### src/common/csr_pkg.sv
package csr_pkg;

    // ~~~~~~~~~~~~~~~~~~~~~~~~~~~~~~~~~~~~~~~~
    // commands carried from decode to the CSR file
    // ~~~~~~~~~~~~~~~~~~~~~~~~~~~~~~~~~~~~~~~~

    typedef enum logic [2:0] {
        CSR_NONE  = 3'd0,  // no operation, never valid past decode
        CSR_WRITE = 3'd1,  // CSRRW and CSRRWI
        CSR_SET   = 3'd2,  // CSRRS and CSRRSI
        CSR_CLEAR = 3'd3,  // CSRRC and CSRRCI
        CSR_ECALL = 3'd4   // environment call from machine mode
    } csr_cmd_e;

    // ~~~~~~~~~~~~~~~~~~~~~~~~~~~~~~~~~~~~~~~~
    // machine CSR addresses
    // ~~~~~~~~~~~~~~~~~~~~~~~~~~~~~~~~~~~~~~~~

    localparam logic [11:0] CSR_MSTATUS  = 12'h300;
    localparam logic [11:0] CSR_MTVEC    = 12'h305;
    localparam logic [11:0] CSR_MSCRATCH = 12'h340;
    localparam logic [11:0] CSR_MEPC     = 12'h341;
    localparam logic [11:0] CSR_MCAUSE   = 12'h342;
    localparam logic [11:0] CSR_MHARTID  = 12'hF14;  // read-only, reads as zero

    // ~~~~~~~~~~~~~~~~~~~~~~~~~~~~~~~~~~~~~~~~
    // field masks and fixed values
    // ~~~~~~~~~~~~~~~~~~~~~~~~~~~~~~~~~~~~~~~~

    // only MIE (bit 3) and MPIE (bit 7) are implemented in mstatus
    localparam logic [31:0] MSTATUS_WMASK = 32'h0000_0088;

    localparam logic [31:0] CAUSE_ECALL_M = 32'd11;  // environment call from M-mode

    // ~~~~~~~~~~~~~~~~~~~~~~~~~~~~~~~~~~~~~~~~
    // instruction encoding
    // ~~~~~~~~~~~~~~~~~~~~~~~~~~~~~~~~~~~~~~~~

    localparam logic [6:0] OPC_SYSTEM = 7'b111_0011;

    localparam logic [2:0] F3_PRIV   = 3'b000;  // ECALL, EBREAK, MRET, WFI share this
    localparam logic [2:0] F3_CSRRW  = 3'b001;
    localparam logic [2:0] F3_CSRRS  = 3'b010;
    localparam logic [2:0] F3_CSRRC  = 3'b011;
    localparam logic [2:0] F3_CSRRWI = 3'b101;
    localparam logic [2:0] F3_CSRRSI = 3'b110;
    localparam logic [2:0] F3_CSRRCI = 3'b111;

    // ECALL is the one fully fixed encoding, all other fields zero
    localparam logic [31:0] INSTR_ECALL = 32'h0000_0073;

endpackage

### src/rtl/csr_decode.sv
`timescale 1ns/10ps

module csr_decode
    import csr_pkg::*;
(
    input  logic        clk,
    input  logic        rst_n,

    input  logic        instr_valid,
    input  logic [31:0] instr,
    input  logic [31:0] rs1_data,
    input  logic [31:0] pc,
    input  logic        flush,

    output logic        dec_valid,
    output csr_cmd_e    dec_cmd,
    output logic [11:0] dec_addr,
    output logic [31:0] dec_operand,
    output logic [4:0]  dec_rd,
    output logic [31:0] dec_pc,
    output logic        dec_write
);

    // ~~~~~~~~~~~~~~~~~~~~~~~~~~~~~~~~~~~~~~~~
    // instruction fields
    // ~~~~~~~~~~~~~~~~~~~~~~~~~~~~~~~~~~~~~~~~

    logic [6:0]  opcode;
    logic [2:0]  funct3;
    logic [4:0]  rs1_field;
    logic [4:0]  rd_field;
    logic [11:0] csr_field;
    logic [31:0] uimm;

    assign opcode    = instr[6:0];
    assign rd_field  = instr[11:7];
    assign funct3    = instr[14:12];
    assign rs1_field = instr[19:15];  // register index or 5-bit immediate
    assign csr_field = instr[31:20];
    assign uimm      = {27'd0, rs1_field};

    // ~~~~~~~~~~~~~~~~~~~~~~~~~~~~~~~~~~~~~~~~
    // command decode
    // ~~~~~~~~~~~~~~~~~~~~~~~~~~~~~~~~~~~~~~~~

    csr_cmd_e    cmd_c;
    logic [11:0] addr_c;
    logic [31:0] operand_c;
    logic        write_c;
    logic        accept;

    always_comb begin
        cmd_c     = CSR_NONE;
        addr_c    = csr_field;
        operand_c = rs1_data;
        write_c   = 1'b0;
        if (opcode == OPC_SYSTEM) begin
            case (funct3)
                F3_CSRRW: begin
                    cmd_c   = CSR_WRITE;
                    write_c = 1'b1;
                end
                F3_CSRRS: begin
                    cmd_c   = CSR_SET;
                    write_c = (rs1_field != 5'd0);  // rs1 of x0 means read only
                end
                F3_CSRRC: begin
                    cmd_c   = CSR_CLEAR;
                    write_c = (rs1_field != 5'd0);
                end
                F3_CSRRWI: begin
                    cmd_c     = CSR_WRITE;
                    operand_c = uimm;
                    write_c   = 1'b1;
                end
                F3_CSRRSI: begin
                    cmd_c     = CSR_SET;
                    operand_c = uimm;
                    write_c   = (rs1_field != 5'd0);  // zero immediate also only reads
                end
                F3_CSRRCI: begin
                    cmd_c     = CSR_CLEAR;
                    operand_c = uimm;
                    write_c   = (rs1_field != 5'd0);
                end
                F3_PRIV: begin
                    if (instr == INSTR_ECALL) begin
                        cmd_c  = CSR_ECALL;
                        addr_c = CSR_MCAUSE;  // the trap reports mcause as its read address
                    end
                end
                default: begin
                    cmd_c = CSR_NONE;  // reserved funct3 drops out here
                end
            endcase
        end
    end

    assign accept = instr_valid && !flush && (cmd_c != CSR_NONE);

    always_ff @(posedge clk or negedge rst_n) begin
        if (!rst_n) begin
            dec_valid <= 1'b0;
        end else begin
            dec_valid <= accept;
        end
    end

    always_ff @(posedge clk) begin
        if (instr_valid) begin
            dec_cmd     <= cmd_c;
            dec_addr    <= addr_c;
            dec_operand <= operand_c;
            dec_rd      <= rd_field;
            dec_pc      <= pc;
            dec_write   <= write_c;
        end
    end

    // the stage register must never carry an empty command forward
    a_dec_cmd_known: assert property (
        @(posedge clk) disable iff (!rst_n)
        dec_valid |-> (dec_cmd != CSR_NONE)
    );

endmodule

### src/csr_file/csr_file.sv
`timescale 1ns/10ps

module csr_file
    import csr_pkg::*;
(
    input  logic        clk,
    input  logic        rst_n,

    input  logic        dec_valid,
    input  csr_cmd_e    dec_cmd,
    input  logic [11:0] dec_addr,
    input  logic [31:0] dec_operand,
    input  logic [31:0] dec_pc,
    input  logic        dec_write,

    output logic [31:0] file_rdata,
    output logic        file_illegal,
    output logic        file_trap,
    output logic [31:0] mtvec_q
);

    // ~~~~~~~~~~~~~~~~~~~~~~~~~~~~~~~~~~~~~~~~
    // storage
    // ~~~~~~~~~~~~~~~~~~~~~~~~~~~~~~~~~~~~~~~~

    logic [31:0] mstatus_q;
    logic [31:0] mscratch_q;
    logic [31:0] mepc_q;
    logic [31:0] mcause_q;

    // ~~~~~~~~~~~~~~~~~~~~~~~~~~~~~~~~~~~~~~~~
    // read side and legality
    // ~~~~~~~~~~~~~~~~~~~~~~~~~~~~~~~~~~~~~~~~

    logic [31:0] rdata;
    logic        addr_hit;
    logic        addr_ro;
    logic        is_ecall;

    always_comb begin
        addr_hit = 1'b1;
        case (dec_addr)
            CSR_MSTATUS:  rdata = mstatus_q;
            CSR_MTVEC:    rdata = mtvec_q;
            CSR_MSCRATCH: rdata = mscratch_q;
            CSR_MEPC:     rdata = mepc_q;
            CSR_MCAUSE:   rdata = mcause_q;
            CSR_MHARTID:  rdata = 32'd0;  // single hart
            default: begin
                rdata    = 32'd0;
                addr_hit = 1'b0;
            end
        endcase
    end

    assign addr_ro  = &dec_addr[11:10];  // top two address bits both set marks read-only space
    assign is_ecall = (dec_cmd == CSR_ECALL);

    assign file_rdata   = rdata;
    assign file_trap    = dec_valid && is_ecall;
    assign file_illegal = dec_valid && !is_ecall && (!addr_hit || (dec_write && addr_ro));

    // ~~~~~~~~~~~~~~~~~~~~~~~~~~~~~~~~~~~~~~~~
    // read-modify-write
    // ~~~~~~~~~~~~~~~~~~~~~~~~~~~~~~~~~~~~~~~~

    logic [31:0] wdata;
    logic        do_write;

    always_comb begin
        case (dec_cmd)
            CSR_WRITE: wdata = dec_operand;
            CSR_SET:   wdata = rdata | dec_operand;
            CSR_CLEAR: wdata = rdata & ~dec_operand;
            default:   wdata = rdata;
        endcase
    end

    assign do_write = dec_valid && dec_write && !is_ecall && !file_illegal;

    always_ff @(posedge clk or negedge rst_n) begin
        if (!rst_n) begin
            mstatus_q  <= 32'd0;
            mtvec_q    <= 32'd0;
            mscratch_q <= 32'd0;
            mepc_q     <= 32'd0;
            mcause_q   <= 32'd0;
        end else if (file_trap) begin
            mepc_q   <= dec_pc;         // address of the ECALL itself
            mcause_q <= CAUSE_ECALL_M;
        end else if (do_write) begin
            case (dec_addr)
                CSR_MSTATUS:  mstatus_q  <= wdata & MSTATUS_WMASK;
                CSR_MTVEC:    mtvec_q    <= {wdata[31:2], 2'b00};  // direct mode only
                CSR_MSCRATCH: mscratch_q <= wdata;
                CSR_MEPC:     mepc_q     <= {wdata[31:2], 2'b00};
                CSR_MCAUSE:   mcause_q   <= wdata;
                default: begin
                    mstatus_q <= mstatus_q;  // mhartid writes never get here
                end
            endcase
        end
    end

    // ~~~~~~~~~~~~~~~~~~~~~~~~~~~~~~~~~~~~~~~~
    // checks
    // ~~~~~~~~~~~~~~~~~~~~~~~~~~~~~~~~~~~~~~~~

    a_illegal_not_trap: assert property (
        @(posedge clk) disable iff (!rst_n)
        !(file_illegal && file_trap)
    );

    // a rejected access must leave every register as it was across its write edge
    a_illegal_no_change: assert property (
        @(posedge clk) disable iff (!rst_n)
        file_illegal |=> $stable({mstatus_q, mtvec_q, mscratch_q, mepc_q, mcause_q})
    );

endmodule

### src/rtl/csr_writeback.sv
`timescale 1ns/10ps

module csr_writeback (
    input  logic        clk,
    input  logic        rst_n,

    input  logic        dec_valid,
    input  logic [4:0]  dec_rd,
    input  logic [31:0] file_rdata,
    input  logic        file_illegal,
    input  logic        file_trap,
    input  logic [31:0] mtvec_q,

    output logic        rd_valid,
    output logic [4:0]  rd_addr,
    output logic [31:0] rd_data,
    output logic        illegal,
    output logic        trap_taken,
    output logic [31:0] trap_vector
);

    logic no_result;

    assign no_result = file_illegal || file_trap;  // neither returns a CSR value

    // ~~~~~~~~~~~~~~~~~~~~~~~~~~~~~~~~~~~~~~~~
    // control flags
    // ~~~~~~~~~~~~~~~~~~~~~~~~~~~~~~~~~~~~~~~~

    always_ff @(posedge clk or negedge rst_n) begin
        if (!rst_n) begin
            rd_valid   <= 1'b0;
            illegal    <= 1'b0;
            trap_taken <= 1'b0;
        end else begin
            rd_valid   <= dec_valid;
            illegal    <= dec_valid && file_illegal;
            trap_taken <= dec_valid && file_trap;
        end
    end

    // ~~~~~~~~~~~~~~~~~~~~~~~~~~~~~~~~~~~~~~~~
    // result payload
    // ~~~~~~~~~~~~~~~~~~~~~~~~~~~~~~~~~~~~~~~~

    always_ff @(posedge clk) begin
        rd_addr     <= dec_rd;
        rd_data     <= no_result ? 32'd0 : file_rdata;
        trap_vector <= mtvec_q;  // follows mtvec every cycle, valid alongside trap_taken
    end

endmodule

### src/rtl/csr_unit.sv
`timescale 1ns/10ps

module csr_unit
    import csr_pkg::*;
(
    input  logic        clk,
    input  logic        rst_n,

    input  logic        instr_valid,
    input  logic [31:0] instr,
    input  logic [31:0] rs1_data,
    input  logic [31:0] pc,
    input  logic        flush,

    output logic        rd_valid,
    output logic [4:0]  rd_addr,
    output logic [31:0] rd_data,
    output logic        illegal,
    output logic        trap_taken,
    output logic [31:0] trap_vector
);

    // ~~~~~~~~~~~~~~~~~~~~~~~~~~~~~~~~~~~~~~~~
    // decode stage register
    // ~~~~~~~~~~~~~~~~~~~~~~~~~~~~~~~~~~~~~~~~

    logic        dec_valid;
    csr_cmd_e    dec_cmd;
    logic [11:0] dec_addr;
    logic [31:0] dec_operand;
    logic [4:0]  dec_rd;
    logic [31:0] dec_pc;
    logic        dec_write;

    // CSR file results, combinational from the stage register
    logic [31:0] file_rdata;
    logic        file_illegal;
    logic        file_trap;
    logic [31:0] mtvec_q;

    csr_decode u_decode (
        .clk         (clk),
        .rst_n       (rst_n),
        .instr_valid (instr_valid),
        .instr       (instr),
        .rs1_data    (rs1_data),
        .pc          (pc),
        .flush       (flush),
        .dec_valid   (dec_valid),
        .dec_cmd     (dec_cmd),
        .dec_addr    (dec_addr),
        .dec_operand (dec_operand),
        .dec_rd      (dec_rd),
        .dec_pc      (dec_pc),
        .dec_write   (dec_write)
    );

    csr_file u_file (
        .clk          (clk),
        .rst_n        (rst_n),
        .dec_valid    (dec_valid),
        .dec_cmd      (dec_cmd),
        .dec_addr     (dec_addr),
        .dec_operand  (dec_operand),
        .dec_pc       (dec_pc),
        .dec_write    (dec_write),
        .file_rdata   (file_rdata),
        .file_illegal (file_illegal),
        .file_trap    (file_trap),
        .mtvec_q      (mtvec_q)
    );

    csr_writeback u_writeback (
        .clk          (clk),
        .rst_n        (rst_n),
        .dec_valid    (dec_valid),
        .dec_rd       (dec_rd),
        .file_rdata   (file_rdata),
        .file_illegal (file_illegal),
        .file_trap    (file_trap),
        .mtvec_q      (mtvec_q),
        .rd_valid     (rd_valid),
        .rd_addr      (rd_addr),
        .rd_data      (rd_data),
        .illegal      (illegal),
        .trap_taken   (trap_taken),
        .trap_vector  (trap_vector)
    );

endmodule

### config.mk
export PLATFORM = sky130hd
export DESIGN_NAME = csr_unit
export DESIGN_NICKNAME = d
export VERILOG_FILES = /design/src/common/csr_pkg.sv /design/src/rtl/csr_decode.sv /design/src/csr_file/csr_file.sv /design/src/rtl/csr_writeback.sv /design/src/rtl/csr_unit.sv
export SDC_FILE = /design/constraint.sdc
export NUM_CORES = 1
export LEC_CHECK = 0
export ABC_AREA = 1
export BUFFER_PORTS_ARGS = -buffer_cell sky130_fd_sc_hd__buf_2
export CAP_MARGIN = 20
export CORE_ASPECT_RATIO = 1.4
export CORE_MARGIN = 8
export CORE_UTILIZATION = 30
export DETAILED_ROUTE_END_ITERATION = 10
export GPL_TIMING_DRIVEN = 0
export SLEW_MARGIN = 20
export SYNTH_ARGS = -nofsm -noshare
export SYNTH_HDL_FRONTEND = slang
export SYNTH_SLANG_ARGS = --single-unit
### constraint.sdc
create_clock -name clk -period 5.6 [get_ports clk]
set_clock_uncertainty 0.2 [all_clocks]
set_input_delay 1.12 -clock clk [delete_from_list [all_inputs] [get_ports clk]]
set_output_delay 1.12 -clock clk [all_outputs]
set_load 0.01 [all_outputs]
# Word-level counts from Yosys, hierarchy flattened
# Cells that the tools add are included.
dict set report totals {
  regBits 284
  input_bits 100
  output_inout_bits 72
  elab_cells 93
}
dict set report classes {
  eq_ne 18
  muxes 18
  n_bitwise 4
  reduce_logical 35
}
# operator count
set ops {}
lappend ops {{2-to-1 mux 32 bit} 8}
lappend ops {{one-hot mux 32 bit (5 select lines)} 1}
lappend ops {{one-hot mux 32 bit (3 select lines)} 1}
lappend ops {{equality test 12 x 10 -> 1 bit (second input constant)} 5}
lappend ops {{2-to-1 mux 12 bit} 3}
lappend ops {{AND 32 bit} 1}
lappend ops {{equality test 32 x 7 -> 1 bit (second input constant)} 1}
lappend ops {{NOT 32 bit} 1}
lappend ops {{bitwise OR 32 bit} 1}
lappend ops {{equality test 12 bit (second input constant)} 1}
lappend ops {{equality test 3 x 2 -> 1 bit (second input constant)} 4}
lappend ops {{equality test 3 bit (second input constant)} 4}
lappend ops {{one-hot mux 3 bit (4 select lines)} 1}
lappend ops {{logical AND 1 bit} 11}
lappend ops {{AND reduction 3 bit} 3}
lappend ops {{equality test 7 bit (second input constant)} 1}
lappend ops {{equality test 3 x 1 -> 1 bit (second input constant)} 2}
lappend ops {{2-to-1 mux 3 bit} 2}
lappend ops {{AND reduction 2 bit} 3}
lappend ops {{nonzero test 2 bit} 3}
lappend ops {{OR reduction 2 bit} 3}
lappend ops {{OR reduction 6 bit} 1}
lappend ops {{nonzero test 5 bit} 1}
lappend ops {{logical NOT 1 bit} 4}
lappend ops {{8 further kinds} 9}

# Longest topological paths before layout
dict set report depth {
  depth_word 10
  ltp_mapped 14
  mapped_depth_nobuf 13
}

# Hierarchy
# Synthesis repeated with hierarchy kept, for this count alone.
dict set report unflattened {
  cells_unflattened 1525
  area_unflattened_um2 12788.5
}
# mod instances cells_each area_per_inst_um2 seq_area_each_um2
set modules_own_cells {}
lappend modules_own_cells {csr_file 1 1171 7703.6 3203.1}
lappend modules_own_cells {csr_decode 1 208 3209.3 2577.5}
lappend modules_own_cells {csr_writeback 1 146 1875.5 1456.4}

# Worst setup path after synthesis
# Ideal clock, no wire load.
dict set report synth_timing {
  path_kind {input -> register}
  start {input port instr[3]}
  end {register u_decode.dec_operand[11] (data pin)}
  setup_time_ns 0.265
  arrival_ns 2.240
  t_required_ns 5.135
  path_slack_ns 2.895
  stages 7
  path_buffers 1
  path_cell_list {nor2_1 -> nand3_1 -> nor2_1 -> nand2_1 -> nor2_1 -> clkbuf_1 -> nor2_1}
}
dict set report synth_via {
  elab_chain_cells 2
}
# element line
set synth_lines {}
lappend synth_lines {{start, declared} csr_unit.sv:10} ;# input logic [31:0] instr,
lappend synth_lines {{equality test 7 bit} csr_decode.sv:57} ;# if (opcode == OPC_SYSTEM) begin
lappend synth_lines {{2-to-1 mux 32 bit} csr_decode.sv:57}
lappend synth_lines {{named net u_decode.operand_c[11]} csr_decode.sv:48} ;# logic [31:0] operand_c;
lappend synth_lines {{end signal, assigned} csr_decode.sv:113} ;# dec_operand <= operand_c;
lappend synth_lines {{end, declared} csr_decode.sv:18} ;# output logic [31:0] dec_operand,
# The timed path passes the listed nets, and every way through them passes these cells.
# A chain may end at the register's enable or synchronous reset.

# Worst setup path in the final report
dict set report layout_timing {
  start {register u_decode.dec_addr[11]}
  end {register u_file.mscratch_q[28]}
}
dict set report layout_via {
  elab_chain_cells 9
  elab_cells_between_ends 20
  classes_between {eq/ne (6); mux (3); bitwise (2); reduce/logical (9)}
}
# element line
set layout_lines {}
lappend layout_lines {{start, declared} csr_decode.sv:17} ;# output logic [11:0] dec_addr,
lappend layout_lines {{start signal, assigned} csr_decode.sv:112} ;# dec_addr <= addr_c;
lappend layout_lines {{equality test 12 bit, or another cell as far along} csr_file.sv:42} ;# case (dec_addr)
lappend layout_lines {{OR reduction 6 bit (no source line)} --}
lappend layout_lines {{2-to-1 mux 1 bit} csr_file.sv:42}
lappend layout_lines {{logical NOT 1 bit} csr_file.sv:61} ;# assign file_illegal = dec_valid && !is_ecall && (!addr_hit || (dec_write && addr_ro));
lappend layout_lines {{logical OR 1 bit} csr_file.sv:61}
lappend layout_lines {{logical AND 1 bit} csr_file.sv:61}
lappend layout_lines {{logical NOT 1 bit} csr_file.sv:79} ;# assign do_write = dec_valid && dec_write && !is_ecall && !file_illegal;
lappend layout_lines {{logical AND 1 bit} csr_file.sv:79}
lappend layout_lines {{AND reduction 3 bit (no source line)} --}
lappend layout_lines {{end signal, assigned} csr_file.sv:95} ;# CSR_MSCRATCH: mscratch_q <= wdata;
lappend layout_lines {{end, declared} csr_file.sv:27} ;# logic [31:0] mscratch_q;
# Parallel ways exist; a longest one is shown, timed or not.

==> run_results.csv <==
group,metric,value,unit
cts,cts_tree,"yes",
global_route,grt_pass1_vias,10460,
yosys,synth_simple_gate_area_share,27.65,%
timing,layout_min_cycle_time,2.867,ns
critical_path,slowest_stage,"clkbuf_1",
critical_path,crit_family,"simple AND/OR/NAND/NOR gates",
placement,place_congestion,0.8604,
routing,wl,36500,µm
routing,detail_route.wl_per_cell,16.81,µm
cells_and_area,n_antenna_cell,0,
cells_and_area,drive_gt1_share,16.31,%
placement,placed_cell_area,13800,µm²
die,io_pins,172,
cts,cts_setup_buffers,0,
cts,cts_hold_buffers,0,
global_route,grt_antenna_before_repair,0,
critical_path,r2r_end,"u_file.mscratch_q[28]$_DFFE_PN0P_",
die,core_area,40280,µm²
outcome,outcome,"complete, no violations",
yosys,synth_area_leader_cell,"dfrtp_1",
placement,place_hpwl,27480,µm
critical_path,timing.rr.start,"u_decode.dec_addr[11]$_DFFE_PP_",
critical_path,r2r_setup_slack,2.73,ns
yosys,synth_edf_count,85,
cts,path_clk_slew,0.06,ns
critical_path,cp-end-kind,"register",
timing,finalSetupViolations,0,
routing,drt_iter0_drc,635,
yosys,synth.top_cell.area_share,27.05,%
cells_and_area,nNetsFinal,1715,
yosys,yosysSeqAreaShare,58.93,%
die,num_rows,87,
timing,drv_slew,0,
critical_path,crit_arrival,3.10,ns
yosys,synthAdderAreaFrac,0,%
cts,cts_resized,0,
routing,drtPass1Iterations,5,
pwr,p_leak,7.469,nW
hold_path,holdPathEnd,"u_writeback.rd_addr[4]$_DFF_P_",
die,die_area,47510,µm²
routing,ant_nets,0,
yosys,synth_ff_type,"dfrtp_1",
cts,clock-sinks,284,
yosys,synth_compound_area_share,6.947,%
routing,vias,10070,
yosys,synth_async_sr_flop_share,46.48,%
cells_and_area,fin_util,36.71,%
yosys,synth_area_leaders,"dfrtp_1 (27%), edfxtp_1 (21%), nand2_1 (14%)",
timing,hold_ws,0.1420,ns
global_route,grt_max_degree,69,
critical_path,criticalPathCategory,"reg2reg",
critical_path,setup.worst_path.start,"u_decode.dec_addr[11]$_DFFE_PP_",
pwr,peakVddDrop,0.0002049,V
placement,port_buffers,169,
timing,tns,0,ns
die,die_y,254.7,µm
cells_and_area,postLayoutCellArea,14790,µm²
cts,clock_path_buffers,3,
die,initial_utilization,30.32,%
cts,htreeDepth,1,
cts,cts-root-buf,"clkbuf_16",
cts,clock_latency,0.55,ns
global_route,grt_overflow_total,0,
cells_and_area,fillers,4192,
timing,rsz0062_at_grt,"false",
critical_path,crit_fanout,10,
pwr,power_density,300.4,nW/µm²
yosys,ys_warn_count,0,
timing,period_share,51.19,%
global_route,track_usage,14.97,%
critical_path,ff2ff_path_depth,8,
yosys,syn_area,12210,µm²
critical_path,cp_num_buf_inv,1,
die,die_w,186.5,µm
critical_path,critPathMaxStageDelay,0.59,ns
yosys,ys_ff_latch,284,
timing,fmax,348.8,MHz
yosys,synthCells,1412,
timing,max_slew_margin,51.38,%
cells_and_area,syn_to_final_growth,21.08,%
timing,tightest_slew,0.7294,ns
yosys,muxShareOfSynthArea,0.4611,%
critical_path,path_cells,"nor2_2 -> nand2_2 -> nor2_4 -> nand2_2 -> nor2_2 -> clkbuf_1 -> nand2_1 -> o21a_1",
yosys,synth.avg_cell_area,8.649,µm²
run,drv_cap,0,
yosys,synth_top_family_by_area,"simple AND/OR/NAND/NOR gates",
critical_path,crit_path_start_kind,"register",
cts,cts-buffers-inserted,29,
yosys,synthDistinctLibCells,37,
yosys,synthXorXnorAreaFrac,0,%
routing,vias_per_cell,4.637,
global_route,grt_pass1_wl,57070,µm
timing,final-hold-violation-count,0,
routing,drc,0,
hold_path,hold_path_class,"reg2reg",
hold_path,hold_path_depth,0,
hold_path,hold_start,"u_decode.dec_rd[4]$_DFFE_PP_",
critical_path,required,5.83,ns
==> layer usage <==
metal	GRT usage [%]	up-vias	routed length, µm
met5	0	-	0
met2	27.39	309	18390
met3	2.107	64	1725
met4	6.274	0	1358
met1	17.38	4714	15030
li1	-	4979	-
==> cells by family after synthesis <==
group | after synthesis
buffers and inverters | 179
AND/OR/NAND/NOR | 808
flip-flops | 284
other | 1
multiplexers | 5
AO/OA/AOI/OAI | 135
==> flip-flops by register name (all words and copies together), names as in the netlist <==
register / count
u_writeback.rd_valid: 1
u_writeback.rd_data: 32
u_writeback.trap_taken: 1
u_file.mstatus_q: 2
u_decode.dec_pc: 32
u_file.mtvec_q: 30
u_decode.dec_cmd: 3
u_writeback.illegal: 1
u_file.mscratch_q: 32
u_decode.dec_addr: 12
u_file.mepc_q: 32
u_decode.dec_valid: 1
u_decode.dec_write: 1
u_decode.dec_operand: 32
u_file.mcause_q: 32
u_writeback.trap_vector: 30
u_writeback.rd_addr: 5
u_decode.dec_rd: 5
==> how the worst max path moves through the flow <==
| stage | cells past startpoint | endpoint | slack (ns) |
|---|---|---|---|
| after floorplan | 7 | u_decode.dec_operand[11]$_DFFE_PP_ | 2.90 |
| after global placement | 1 | u_file.mepc_q[9]$_DFFE_PN0P_ | 1.23 |
| after detailed placement | 8 | u_decode.dec_operand[23]$_DFFE_PP_ | 1.83 |
| after CTS | 8 | u_decode.dec_operand[23]$_DFFE_PP_ | 2.41 |
| after global routing | 8 | u_decode.dec_operand[23]$_DFFE_PP_ | 2.52 |
| final | 8 | u_file.mscratch_q[28]$_DFFE_PN0P_ | 2.73 |
==> per-stage QoR <==
stage                     setup slack [ns]  cells  power, mW
after global placement               1.232   2116      2.481
final                                2.733   2171      4.441
after global routing                 2.522   2171      4.603
after detailed placement             1.832   2118      2.489
after floorplan                      2.895   1413      2.356
after CTS                            2.407   2171      4.498
==> cells in the mapped netlist (3+ instances only) <==
cell type / count
dfxtp_1: 67
buf_6: 5
o21ai_1: 8
buf_1: 3
a21oi_1: 33
nand2_1: 465
o21ai_0: 25
inv_1: 85
buf_2: 10
nor4_1: 3
clkbuf_1: 65
nor2_2: 4
nand4_1: 3
mux2_2: 5
nor2_1: 117
inv_2: 9
nor3_1: 4
o21a_1: 63
edfxtp_1: 85
or2_2: 3
dfrtp_1: 132
nand3_1: 198
==> cell usage in the layout, fill, tap and decap left out, types with 5 or more instances in the layout <==
cell          n
edfxtp_1     85
dfrtp_1     132
clkinv_2      5
nor2_2        5
o21a_1       63
o21ai_0      25
mux2_2        5
clkinvlp_4    5
buf_6         5
inv_1        85
nor2_1      116
clkbuf_1     68
clkbuf_16    29
buf_2       177
nand2_1     465
a21oi_1      33
dfxtp_1      67
nand3_1     198
o21ai_1       8
inv_2         9
==> power breakdown <==
| group | leakage, nW | switching, mW | internal, mW |
|---|---|---|---|
| sequential | 3.22 | 0.0357 | 2.19 |
| combinational | 3.78 | 0.147 | 0.0720 |
| clock | 0.471 | 0.820 | 1.17 |
| total | 7.47 | 1.00 | 3.44 |
==> layout make-up <==
type	instances	area, µm²	area share [%]
multi-input combinational	950	4292	29.03
timing repair buffer	171	913.4	6.178
clock buffer	35	778.2	5.264
buffer	85	376.6	2.547
tap	534	668.1	4.519
sequential	284	7197	48.68
inverter	94	352.8	2.386
clock inverter	18	207.7	1.405
Note: power is estimated with default switching activity, not from simulation.
